**src/design/bp_pkg.sv**
```systemverilog
// Sizes are fixed at compile time and GHR_LEN has to equal PHT_IDX_W for the gshare index
package bp_pkg;

  // ========================================
  // Widths and table sizes
  // ========================================

  // Address and instruction width
  localparam int unsigned XLEN        = 32;

  // Global history length, same as the counter table index
  localparam int unsigned GHR_LEN     = 8;

  // Gshare, bimodal and choice tables share one geometry
  localparam int unsigned PHT_ENTRIES = 256;
  localparam int unsigned PHT_IDX_W   = 8;

  // Direct-mapped BTB
  localparam int unsigned BTB_ENTRIES = 64;
  localparam int unsigned BTB_IDX_W   = 6;
  localparam int unsigned BTB_TAG_W   = XLEN - BTB_IDX_W - 2;

  // ========================================
  // Opcodes and counter constants
  // ========================================

  // RV32I opcodes for conditional branches and JAL
  localparam logic [6:0] OP_BRANCH = 7'b1100011;
  localparam logic [6:0] OP_JAL    = 7'b1101111;

  // Counters start weakly taken
  localparam logic [1:0] CTR_INIT  = 2'b10;
  localparam logic [1:0] CTR_MAX   = 2'b11;

  // ========================================
  // Shared types
  // ========================================

  typedef logic [XLEN-1:0]      addr_t;
  typedef logic [XLEN-1:0]      inst_t;
  typedef logic [1:0]           ctr_t;
  typedef logic [GHR_LEN-1:0]   ghr_t;
  typedef logic [PHT_IDX_W-1:0] pht_idx_t;
  typedef logic [BTB_IDX_W-1:0] btb_idx_t;
  typedef logic [BTB_TAG_W-1:0] btb_tag_t;

  // Kind of control transfer reported with each prediction
  typedef enum logic [1:0] {
    KIND_NONE   = 2'd0,
    KIND_JUMP   = 2'd1,
    KIND_BRANCH = 2'd2
  } bp_kind_e;

endpackage

```
**src/design/bp_history.sv**
```systemverilog
// Holds one speculative and one committed history and assumes resolutions arrive in order
`timescale 1ns/1ps

module bp_history (
  input  logic         clk_i,
  input  logic         rst_ni,
  input  logic         stall_i,
  input  logic         fetch_valid_i,
  input  logic         is_branch_i,
  input  logic         pred_taken_i,
  input  logic         ex_valid_i,
  input  logic         ex_taken_i,
  input  logic         ex_mispredict_i,
  output bp_pkg::ghr_t spec_ghr_o,
  output bp_pkg::ghr_t commit_ghr_o
);

  import bp_pkg::*;

  ghr_t spec_ghr_q;
  ghr_t commit_ghr_q;

  // Shifted candidates for the next state
  ghr_t commit_shift;
  ghr_t spec_shift;

  assign commit_shift = {commit_ghr_q[GHR_LEN-2:0], ex_taken_i};
  assign spec_shift   = {spec_ghr_q[GHR_LEN-2:0], pred_taken_i};

  // ========================================
  // Committed history
  // ========================================

  // Follows resolved outcomes only
  always_ff @(posedge clk_i) begin
    if (!rst_ni) begin
      commit_ghr_q <= '0;
    end else if (!stall_i && ex_valid_i) begin
      commit_ghr_q <= commit_shift;
    end
  end

  // ========================================
  // Speculative history
  // ========================================

  always_ff @(posedge clk_i) begin
    if (!rst_ni) begin
      spec_ghr_q <= '0;
    end else if (!stall_i) begin
      // Recovery wins over a branch fetched in the same cycle
      if (ex_valid_i && ex_mispredict_i) begin
        spec_ghr_q <= commit_shift;
      end else if (fetch_valid_i && is_branch_i) begin
        spec_ghr_q <= spec_shift;
      end
    end
  end

  assign spec_ghr_o   = spec_ghr_q;
  assign commit_ghr_o = commit_ghr_q;

endmodule

```
**config.mk**
```make
export PLATFORM = sky130hd
export DESIGN_NAME = bp_history
export DESIGN_NICKNAME = d
export VERILOG_FILES = /design/src/design/bp_pkg.sv /design/src/design/bp_history.sv
export SDC_FILE = /design/constraint.sdc
export NUM_CORES = 1
export LEC_CHECK = 0
export BUFFER_PORTS_ARGS = -buffer_cell sky130_fd_sc_hd__buf_4
export CORE_MARGIN = 5
export CORE_UTILIZATION = 40
export CTS_CLUSTER_SIZE = 16
export DETAILED_ROUTE_END_ITERATION = 7
export PLACE_DENSITY = 0.68
export SYNTH_ARGS = -nofsm -noshare
export SYNTH_HDL_FRONTEND = slang
export SYNTH_SLANG_ARGS = --single-unit
```
**constraint.sdc**
```tcl
create_clock -name clk_i -period 2.2 [get_ports clk_i]
set_input_delay 0.44 -clock clk_i [delete_from_list [all_inputs] [get_ports clk_i]]
set_output_delay 0.44 -clock clk_i [all_outputs]
set_load 0.05 [all_outputs]
```
* Word-level counts from Yosys, hierarchy flattened
Index checks and enable logic that the tools add are counted.
** Storage, ports and cells
- Register bits :: 16
- Input bits :: 9
- Output and inout bits :: 16
** Cells by class
- Muxes and demuxes :: 2
- Bitwise gates (word level) :: 1
- Reductions and logical operators :: 6
** Operators with widths (number)
- two-way mux 8 bit :: 2
- logical AND 1 bit :: 3
- AND reduction 2 bit :: 1
- nonzero test 2 bit :: 1
- logical NOT 1 bit :: 1
- NOT 1 bit :: 1

* Depth between registers and ports, before layout
Gate-level depths: netlist of run 1.
- Depth in word-level cells :: 3
- Mapped depth :: 4

* Worst setup path before layout of run 1
Ideal clock, no wire load.
- Path kind :: input port to flip-flop
- Start point :: input rst_ni
- End point :: register spec_ghr_q[0], in the netlist spec_ghr_o[0]
- Setup time :: 0.076 ns
- Arrival time :: 1.137 ns
- Setup slack :: 0.987 ns
- Stages :: 4
- Path buffers :: 1
- Path through :: buf_2 > inv_2 > a211o_1 > o22ai_1
** RTL lines
- from (decl) :: RTL line bp_history.sv:6 : input logic rst_ni,
- to (signal assigned) :: RTL line bp_history.sv:53 : spec_ghr_q <= commit_shift;
- to (signal assigned) :: RTL line bp_history.sv:55 : spec_ghr_q <= spec_shift;
- to (decl) :: RTL line bp_history.sv:20 : ghr_t spec_ghr_q;

* Worst setup path in the final report of run 1
- Start point :: register commit_ghr_q[5], in the netlist commit_ghr_o[5]
- End point :: output commit_ghr_o[5]
** RTL lines
- from (decl) :: RTL line bp_history.sv:21 : ghr_t commit_ghr_q;
- from (signal assigned) :: RTL line bp_history.sv:39 : commit_ghr_q <= commit_shift;
- to (decl) :: RTL line bp_history.sv:15 : output bp_pkg::ghr_t commit_ghr_o
No word-level cell between the ends.

==> results of run 1 <==
[registers in the layout, summed over array words and instances (netlist names)]
name	cells
spec_ghr_o	8
commit_ghr_o	8
[Yosys cell counts]
library cell,n,share of area (%)
sky130_fd_sc_hd__a211o_1,1,1.4
sky130_fd_sc_hd__nand2_4,1,1.8
sky130_fd_sc_hd__or2b_1,1,1.2
sky130_fd_sc_hd__buf_2,1,0.78
sky130_fd_sc_hd__dfxtp_1,16,50
sky130_fd_sc_hd__inv_2,1,0.59
sky130_fd_sc_hd__o22ai_1,8,7.8
sky130_fd_sc_hd__a21oi_1,9,7.0
sky130_fd_sc_hd__mux2i_1,8,13
sky130_fd_sc_hd__nand2_1,25,15
sky130_fd_sc_hd__nor2b_1,1,0.98
sky130_fd_sc_hd__clkbuf_1,2,1.2
[worst min-delay path by stage]
stage | from | slack, ns | depth (start not counted) | endpoint
floorplan | ex_taken_i | 0.58 | 2 | commit_ghr_o[0]$_SDFFE_PN0P_
global placement | commit_ghr_o[7]$_SDFFE_PN0P_ | 0.45 | 2 | commit_ghr_o[7]$_SDFFE_PN0P_
detailed placement | commit_ghr_o[7]$_SDFFE_PN0P_ | 0.45 | 2 | commit_ghr_o[7]$_SDFFE_PN0P_
CTS | ex_taken_i | 0.40 | 3 | commit_ghr_o[0]$_SDFFE_PN0P_
global route | ex_taken_i | 0.40 | 3 | commit_ghr_o[0]$_SDFFE_PN0P_
finish | ex_taken_i | 0.40 | 3 | commit_ghr_o[0]$_SDFFE_PN0P_
[layer usage]
layer | up-vias | routed length, µm | share of wire, % | GRT usage [%]
met3 | 2 | 94 | 6.1 | 3.31
li1 | 303 | - | - | -
met1 | 275 | 636 | 41 | 15.6
met2 | 21 | 786 | 51 | 20.7
met5 | - | 0 | 0 | 0
met4 | 0 | 22 | 1.4 | 7.86
[power by group]
group	leakage, nW	internal [mW]	switching (mW)
sequential	0.129	0.292	0.00247
combinational	0.238	0.0216	0.0350
clock	0.0210	0.101	0.0936
total	0.388	0.415	0.131
[placed cells by master (no fill, tap or decap)]
cell	n
sky130_fd_sc_hd__nand2_1	25
sky130_fd_sc_hd__buf_4	24
sky130_fd_sc_hd__dfxtp_1	16
sky130_fd_sc_hd__a21oi_1	9
sky130_fd_sc_hd__mux2i_1	8
sky130_fd_sc_hd__o22ai_1	8
sky130_fd_sc_hd__clkbuf_4	3
sky130_fd_sc_hd__nand2_4	1
sky130_fd_sc_hd__inv_2	1
sky130_fd_sc_hd__a211o_1	1
sky130_fd_sc_hd__nor2b_1	1
sky130_fd_sc_hd__or2b_1	1
sky130_fd_sc_hd__clkbuf_8	1
[final cells by class]
cell class,count,area (µm²)
Timing Repair Buffer,24,180
Multi-Input combinational cell,54,303
Fill cell,151,643
Clock buffer,4,36.3
Tap cell,16,20.0
Inverter,1,3.75
Sequential cell,16,320
[cells by family (layout without fill, tap and decap cells)]
logic type	Yosys count	in the layout	share of synthesized area, %
simple gates	28	28	18.6
compound gates	18	18	16.2
mux	8	8	12.5
buf+inv	4	29	2.54
flops	16	16	50.1
[worst min-delay path: cells and delay by family]
| family | cells | cell delay (ns) |
|---|---|---|
| buf+inv | 1 | 0.11 |
| simple gates | 1 | 0.05 |
| compound gates | 1 | 0.05 |
[per-stage QoR]
step                instances  utilization (%)
finish                    115             57.3
global route              115             57.3
CTS                       115             57.3
detailed placement        111             54.9
global placement          111             54.9
floorplan                  74                -
==> results.toml, run 1 <==
[global_routing]
number_of_global_route_vias_before_repair = 573
global_route.usage.total_pct = 13.1
grt_overflow_total = 0
maximum_number_of_pins_on_one_net_before_global_route_repair = 11
antenna_violations_before_repair = 0
global_route_wire_length_before_repair_um = 2550

[power]
post-layout-total-power_uw = 546
worst_ir_drop_on_vdd_v = 0.000354
leak_pwr_nw = 0.388
power.density_cell_area_mw_per_mm2 = 632

[setup_path]
rr_startpoint = "commit_ghr_o[6]$_SDFFE_PN0P_"
cp-end-kind = "output pin"
timing.critical_path.cells = "buf_4"
timing.critical_path.fanout_max = 4
critPathArrivalTime_ns = 0.90
timing.rr.end = "spec_ghr_o[7]$_SDFFE_PN0P_"
worstSetupPathType = "flop to output pin"
launch_point_of_the_worst_path = "commit_ghr_o[5]$_SDFFE_PN0P_"
worstRegToRegCells = 2
worstSetupEndpoint = "commit_ghr_o[5]"
worst_ep_required_time_ns = 1.76
path_depth = 1
worst_path_dominant_cell_family = "flip-flops"
critPathLaunchType = "flop"
slowest_delay_ns = 0.39
crit_slowest_cell = "sky130_fd_sc_hd__dfxtp_1"
worst-r2r-setup-slack_ns = 1.47
critical_path_buf_inv_count = 1

[route]
route.detailed.wl_per_inst_um = 13.4
detail_route.first_pass.iterations = 4
drt_total_wl_um = 1540
drtIter0Drc = 15
ant_nets = 0
dr_total_vias = 601
per_cell_via_count_in_the_routed_design = 5.23
drc = 0

[cts]
cts_tree = "built"
ctsHoldBuffers = 0
clock_buffer_count_from_cts = 3
cts.clk_slew.worst_paths_ns = 0.09
post_cts.repair.setup_buffers = 0
cts.htree.levels = 1
clock_insertion_delay_worst_skew_ns = 0.29
cts_num_sinks = 16
cts_max_path_buffers = 2
cts-resized-gates = 0
cts_root_buf = "sky130_fd_sc_hd__clkbuf_4"

[sta]
finalCriticalPeriod_ns = 1.34
hold_ws_ns = 0.405
maxSlewViolCount = 0
final.setup.worst_slack_ns = 0.858
hold_violations = 0
finClkSkew_ns = 0.00257
max-slew-margin-rel_pct = 59.4
worst_slew_pin_slew_ns = 0.608
timing.final.setup_violations = 0
setup_repair_after_global_routing_missed_its_margin = "no"
setup_total_negative_slack_ns = 0
layout_worst_path_cycle_share_pct = 61.0
fmax_mhz = 745

[yosys]
postSynthRegisterBits = 16
syn_nets = 83
synth.distinct_cells = 12
ys_seq_area_share_pct = 50.1
post_synth_instance_area_um2 = 639
yosysWarningCount = 0
postSynthAreaPerCell_um2 = 8.64
synthesis.instances = 74

[final_layout]
finalNetCount = 109
stdcell_area_um2 = 863
syn2layout_area_growth_pct = 35.0
final_layout_size_suffix_gt1_share_pct = 30.3
diodes = 0

[floorplan]
placement_rows = 14
placeableCoreArea_mm2 = 0.00151
fp.dieH_um = 50.0
design.portCount = 25
initial_utilization_pct = 42.4
design.die.area_mm2 = 0.00250
die-width_um = 50.0

[place]
globalplace.congestion = 0.730
placement.setup.worst_slack_ns = 0.753
placedInstanceArea_um2 = 827
port_buffers = 24
dp_hpwl_um = 1120

[run_status]
status = "finished clean"

[run]
cap_viol_max_count = 0

[min_path]
min-delay-path-class = "primary input to flop"
Power figures use the tool's default switching activity.
==> run 2, diff against run 1 <==
--- a/config.mk
+++ b/config.mk
@@ -10,7 +10,7 @@
 export CORE_UTILIZATION = 40
 export CTS_CLUSTER_SIZE = 16
 export DETAILED_ROUTE_END_ITERATION = 7
-export PLACE_DENSITY = 0.68
+export PLACE_DENSITY = 0.7
 export SYNTH_ARGS = -nofsm -noshare
 export SYNTH_HDL_FRONTEND = slang
 export SYNTH_SLANG_ARGS = --single-unit
==> constraint.sdc (replaced) <==
create_clock -name clk_i -period 1.2 [get_ports clk_i]
set_input_delay 0.24 -clock clk_i [delete_from_list [all_inputs] [get_ports clk_i]]
set_output_delay 0.24 -clock clk_i [all_outputs]
set_load 0.05 [all_outputs]
==> run 2 against run 1 <==
Effect of this change: worst hold slack got worse by 0.19 ns; sequential cell count stayed put; first-iteration DRC count grew 6.7%; largest power group unchanged.
==> results.toml, run 2 (synthesized netlist as in run 1, its figures left out) <==
[place]
globalplace.congestion = 0.733
port_buffers = 24
placedInstanceArea_um2 = 862
dp_hpwl_um = 1140

[cts]
cts_tree = "built"
cts_max_path_buffers = 2
clock_buffer_count_from_cts = 3
clock_insertion_delay_worst_skew_ns = 0.28
cts_root_buf = "sky130_fd_sc_hd__clkbuf_4"
cts_num_sinks = 16
post_cts.repair.setup_buffers = 0
cts.htree.levels = 1
ctsHoldBuffers = 0
cts.clk_slew.worst_paths_ns = 0.09
cts-resized-gates = 0

[route]
route.met2.wl_um = 683
ant_nets = 0
per_cell_via_count_in_the_routed_design = 5.22
routed_metal_1_wire_length_um = 741
met3_length_um = 112
drtIter0Drc = 16
detail_route.first_pass.iterations = 4
dr_total_vias = 611
drc = 0
route.detailed.wl_per_inst_um = 13.1
drt_total_wl_um = 1540
top_layer_used = "met3"

[floorplan]
initial_utilization_pct = 42.4
placeableCoreArea_mm2 = 0.00151
design.portCount = 25
design.die.area_mm2 = 0.00250
fp.dieH_um = 50.0
placement_rows = 14
die-width_um = 50.0

[final_layout]
final_cell_mix = "sky130_fd_sc_hd__nand2_1, sky130_fd_sc_hd__buf_4, sky130_fd_sc_hd__dfxtp_1"
syn2layout_area_growth_pct = 38.9
final_layout_size_suffix_gt1_share_pct = 31.7
finalNetCount = 112
stdcell_area_um2 = 888
n_fill_cell = 148
diodes = 0

[setup_path]
rr_startpoint = "commit_ghr_o[5]$_SDFFE_PN0P_"
critPathLaunchType = "flop"
worst_ep_required_time_ns = 0.96
worst_path_dominant_cell_family = "flip-flops"
worstSetupPathType = "flop to output pin"
worstRegToRegCells = 2
crit_slowest_cell = "sky130_fd_sc_hd__dfxtp_1"
cp-end-kind = "output pin"
slowest_delay_ns = 0.41
critPathArrivalTime_ns = 0.89
timing.critical_path.cells = "buf_6"
timing.critical_path.fanout_max = 4
timing.rr.end = "spec_ghr_o[6]$_SDFFE_PN0P_"
launch_point_of_the_worst_path = "commit_ghr_o[5]$_SDFFE_PN0P_"
critical_path_buf_inv_count = 1
worst-r2r-setup-slack_ns = 0.49

[sta]
setup_total_negative_slack_ns = 0
max-slew-margin-rel_pct = 62.4
setup_repair_after_global_routing_missed_its_margin = "no"
hold_ws_ns = 0.216
fmax_mhz = 889
timing.final.setup_violations = 0
worst_slew_pin_slew_ns = 0.563
finalCriticalPeriod_ns = 1.13
finClkSkew_ns = 0.00656
maxSlewViolCount = 0
layout_worst_path_cycle_share_pct = 93.8
hold_violations = 0

[min_path]
min-delay-path-class = "primary input to flop"
hold_path_end = "commit_ghr_o[0]$_SDFFE_PN0P_"
holdCritStartpoint = "ex_taken_i"
min_delay_path_depth = 3

[power]
power.density_cell_area_mw_per_mm2 = 1050
leak_pwr_nw = 0.402
worst_ir_drop_on_vdd_v = 0.000756
post-layout-total-power_uw = 930

[global_routing]
maximum_number_of_pins_on_one_net_before_global_route_repair = 10
global_route_wire_length_before_repair_um = 2660
grt_overflow_total = 0
global_route.usage.total_pct = 13.5
antenna_violations_before_repair = 0
number_of_global_route_vias_before_repair = 603

[run]
cap_viol_max_count = 0

[run_status]
status = "finished clean"
-- run 2: routing by layer --
metal  up-vias  track usage (%)
li1        313                -
met1       280             16.5
met2        18             20.7
met3         0             7.23
met4         0             2.62
met5         -                0
-- run 2: final cells by class --
cell class              instances  area [µm²]  area share, %
clock buffers                   3        22.5           2.54
repair buffers                 27         219           24.6
multi-input cells              54         303           34.1
well taps                      16        20.0           2.25
inverters                       1        3.75          0.423
flip-flops and latches         16         320           36.1
-- run 2: how the worst max path moves through the flow --
| stage | to | slack (ns) | cells past startpoint |
|---|---|---|---|
| after floorplan | spec_ghr_o[0]$_SDFFE_PN0P_ | 0.19 | 4 |
| after global placement | commit_ghr_o[7]$_SDFFE_PN0P_ | 0.06 | 4 |
| after global routing | commit_ghr_o[4] | 0.01 | 1 |
| final | commit_ghr_o[5] | 0.07 | 1 |
| after CTS | commit_ghr_o[5] | 0.04 | 1 |
| after detailed placement | commit_ghr_o[7]$_SDFFE_PN0P_ | 0.08 | 4 |
-- run 2: metrics by stage --
step,cells,util [%],setup WS (ns)
after floorplan,74,-,0.187
after global placement,114,57.2,0.0557
after detailed placement,114,57.2,0.0785
after CTS,117,58.7,0.0380
after global routing,117,59.0,0.0100
final,117,59.0,0.0747
-- run 2: power breakdown --
part	total (mW)	switching (mW)	leakage (nW)	internal (mW)
clock network	0.273	0.156	0.0138	0.117
logic	0.117	0.0668	0.259	0.0506
registers	0.540	0.00414	0.129	0.535
total	0.930	0.227	0.402	0.703
==> run 3, diff against run 2 <==
==> constraint.sdc (replaced) <==
create_clock -name clk_i -period 1.2 [get_ports clk_i]
set_input_delay 0.24 -clock clk_i [delete_from_list [all_inputs] [get_ports clk_i]]
set_output_delay 0.24 -clock clk_i [all_outputs]
set_load 0.1 [all_outputs]
==> run 3 against run 2 <==
Effect of this change: worst setup slack lost 0.037 ns; critical path depth stayed put; combinational power up 15%; register-to-register slack better by 0.02 ns; clock-buffer cell count rose by 1; global-route usage decreased by 0.25 points; cell area increased by 6.6%; sequential power is essentially flat; die area is the same; sequential cell count stayed put; largest power group unchanged; via count fell by 0.16%; clock power rose by 30%.
==> results.toml, run 3 (synthesized netlist as in run 1, its figures left out) <==
[global_routing]
maximum_number_of_pins_on_one_net_before_global_route_repair = 10
global_route_wire_length_before_repair_um = 2540
number_of_global_route_vias_before_repair = 547
global_route.usage.total_pct = 13.2
grt_overflow_total = 0
antenna_violations_before_repair = 0

[run]
cap_viol_max_count = 0

[floorplan]
design.portCount = 25
placeableCoreArea_mm2 = 0.00151
initial_utilization_pct = 42.4
fp.dieH_um = 50.0
die-width_um = 50.0
placement_rows = 14
design.die.area_mm2 = 0.00250

[setup_path]
rr_startpoint = "spec_ghr_o[4]$_SDFFE_PN0P_"
worstRegToRegCells = 2
timing.rr.end = "spec_ghr_o[5]$_SDFFE_PN0P_"
critPathLaunchType = "flop"
crit_slowest_cell = "sky130_fd_sc_hd__dfxtp_2"
worst_ep_required_time_ns = 0.96
timing.critical_path.fanout_max = 3
worst_path_dominant_cell_family = "flip-flops"
timing.critical_path.cells = "buf_4"
slowest_delay_ns = 0.35
critPathArrivalTime_ns = 0.92
worst-r2r-setup-slack_ns = 0.51
critical_path_buf_inv_count = 1
cp-end-kind = "output pin"
worstSetupPathType = "flop to output pin"

[run_status]
status = "finished clean"

[cts]
cts.htree.levels = 1
cts.clk_slew.worst_paths_ns = 0.10
clock_insertion_delay_worst_skew_ns = 0.29
cts_tree = "built"
cts-resized-gates = 0
ctsHoldBuffers = 0
clock_buffer_count_from_cts = 3
cts_num_sinks = 16
cts_max_path_buffers = 2
post_cts.repair.setup_buffers = 0
cts_root_buf = "sky130_fd_sc_hd__clkbuf_4"

[route]
detail_route.first_pass.iterations = 4
dr_total_vias = 610
drtIter0Drc = 14
drc = 0
ant_nets = 0
per_cell_via_count_in_the_routed_design = 5.17
route.detailed.wl_per_inst_um = 13.5
drt_total_wl_um = 1590

[final_layout]
layout.area.seq_um2 = 340
n_fill_cell = 139
layout.cells.non_filler = 118
multi_input_comb_area_um2 = 303
final_cell_mix = "sky130_fd_sc_hd__nand2_1, sky130_fd_sc_hd__dfxtp_2, sky130_fd_sc_hd__buf_4"
post-route-util_pct = 62.9
syn2layout_area_growth_pct = 48.1
leading_cell_type_in_the_layout_fill_and_taps_excluded = "sky130_fd_sc_hd__nand2_1"
finalNetCount = 112
stdcell_area_um2 = 947
diodes = 0
final_layout_size_suffix_gt1_share_pct = 48.0

[place]
port_buffers = 24
dp_hpwl_um = 1160
dp_cells = 114
placedInstanceArea_um2 = 870
globalplace.congestion = 0.720
placement.setup.worst_slack_ns = 0.00948

[power]
post-layout-total-power_mw = 1.03
power.density_cell_area_mw_per_mm2 = 1090
leak_pwr_nw = 0.419
worst_ir_drop_on_vdd_v = 0.000805

[sta]
finClkSkew_ns = 0.00683
final.setup.worst_slack_ns = 0.0376
maxSlewViolCount = 0
max-slew-margin-rel_pct = 62.9
setup_total_negative_slack_ns = 0
fmax_mhz = 860
setup_repair_after_global_routing_missed_its_margin = "no"
layout_worst_path_cycle_share_pct = 96.9
hold_violations = 0
finalCriticalPeriod_ns = 1.16
timing.final.setup_violations = 0
worst_slew_pin_slew_ns = 0.555
hold_ws_ns = 0.208

[min_path]
min-delay-path-class = "primary input to flop"
min_delay_path_depth = 3
holdCritStartpoint = "ex_taken_i"
hold_path_end = "commit_ghr_o[0]$_SDFFE_PN0P_"
run 3: cell types whose count changed in the layout (fill, tap and decap cells not counted):
cell	previous run	this run
sky130_fd_sc_hd__buf_12	1	0
sky130_fd_sc_hd__buf_4	25	16
sky130_fd_sc_hd__buf_6	1	11
sky130_fd_sc_hd__clkbuf_8	0	1
sky130_fd_sc_hd__dfxtp_1	16	0
sky130_fd_sc_hd__dfxtp_2	0	16
run 3: per-layer routing:
layer  routed length (µm)  track usage (%)
met1                  670             16.3
met2                  823             20.7
met3                   85             5.42
met4                    9             3.93
met5                    0                0
run 3: worst max path at each step:
stage	startpoint	end	cells after the start
floorplan	rst_ni	spec_ghr_o[0]$_SDFFE_PN0P_	4
global placement	ex_valid_i	commit_ghr_o[7]$_SDFFE_PN0P_	4
detailed placement	ex_valid_i	commit_ghr_o[7]$_SDFFE_PN0P_	4
CTS	commit_ghr_o[5]$_SDFFE_PN0P_	commit_ghr_o[5]	1
global route	spec_ghr_o[5]$_SDFFE_PN0P_	spec_ghr_o[5]	1
finish	spec_ghr_o[5]$_SDFFE_PN0P_	spec_ghr_o[5]	1
run 3: layout make-up:
class	instances	share of cell area, %
tap	16	2.11
timing repair buffer	27	25.8
clock buffer	4	3.83
sequential	16	35.9
inverter	1	0.396
multi-input combinational	54	32.0
run 3: power by group:
group          switching, mW  internal (mW)  leakage (nW)
Sequential           0.00485          0.536         0.137
Combinational         0.0860         0.0478         0.260
Clock                  0.170          0.185        0.0210
Total                  0.261          0.769         0.419
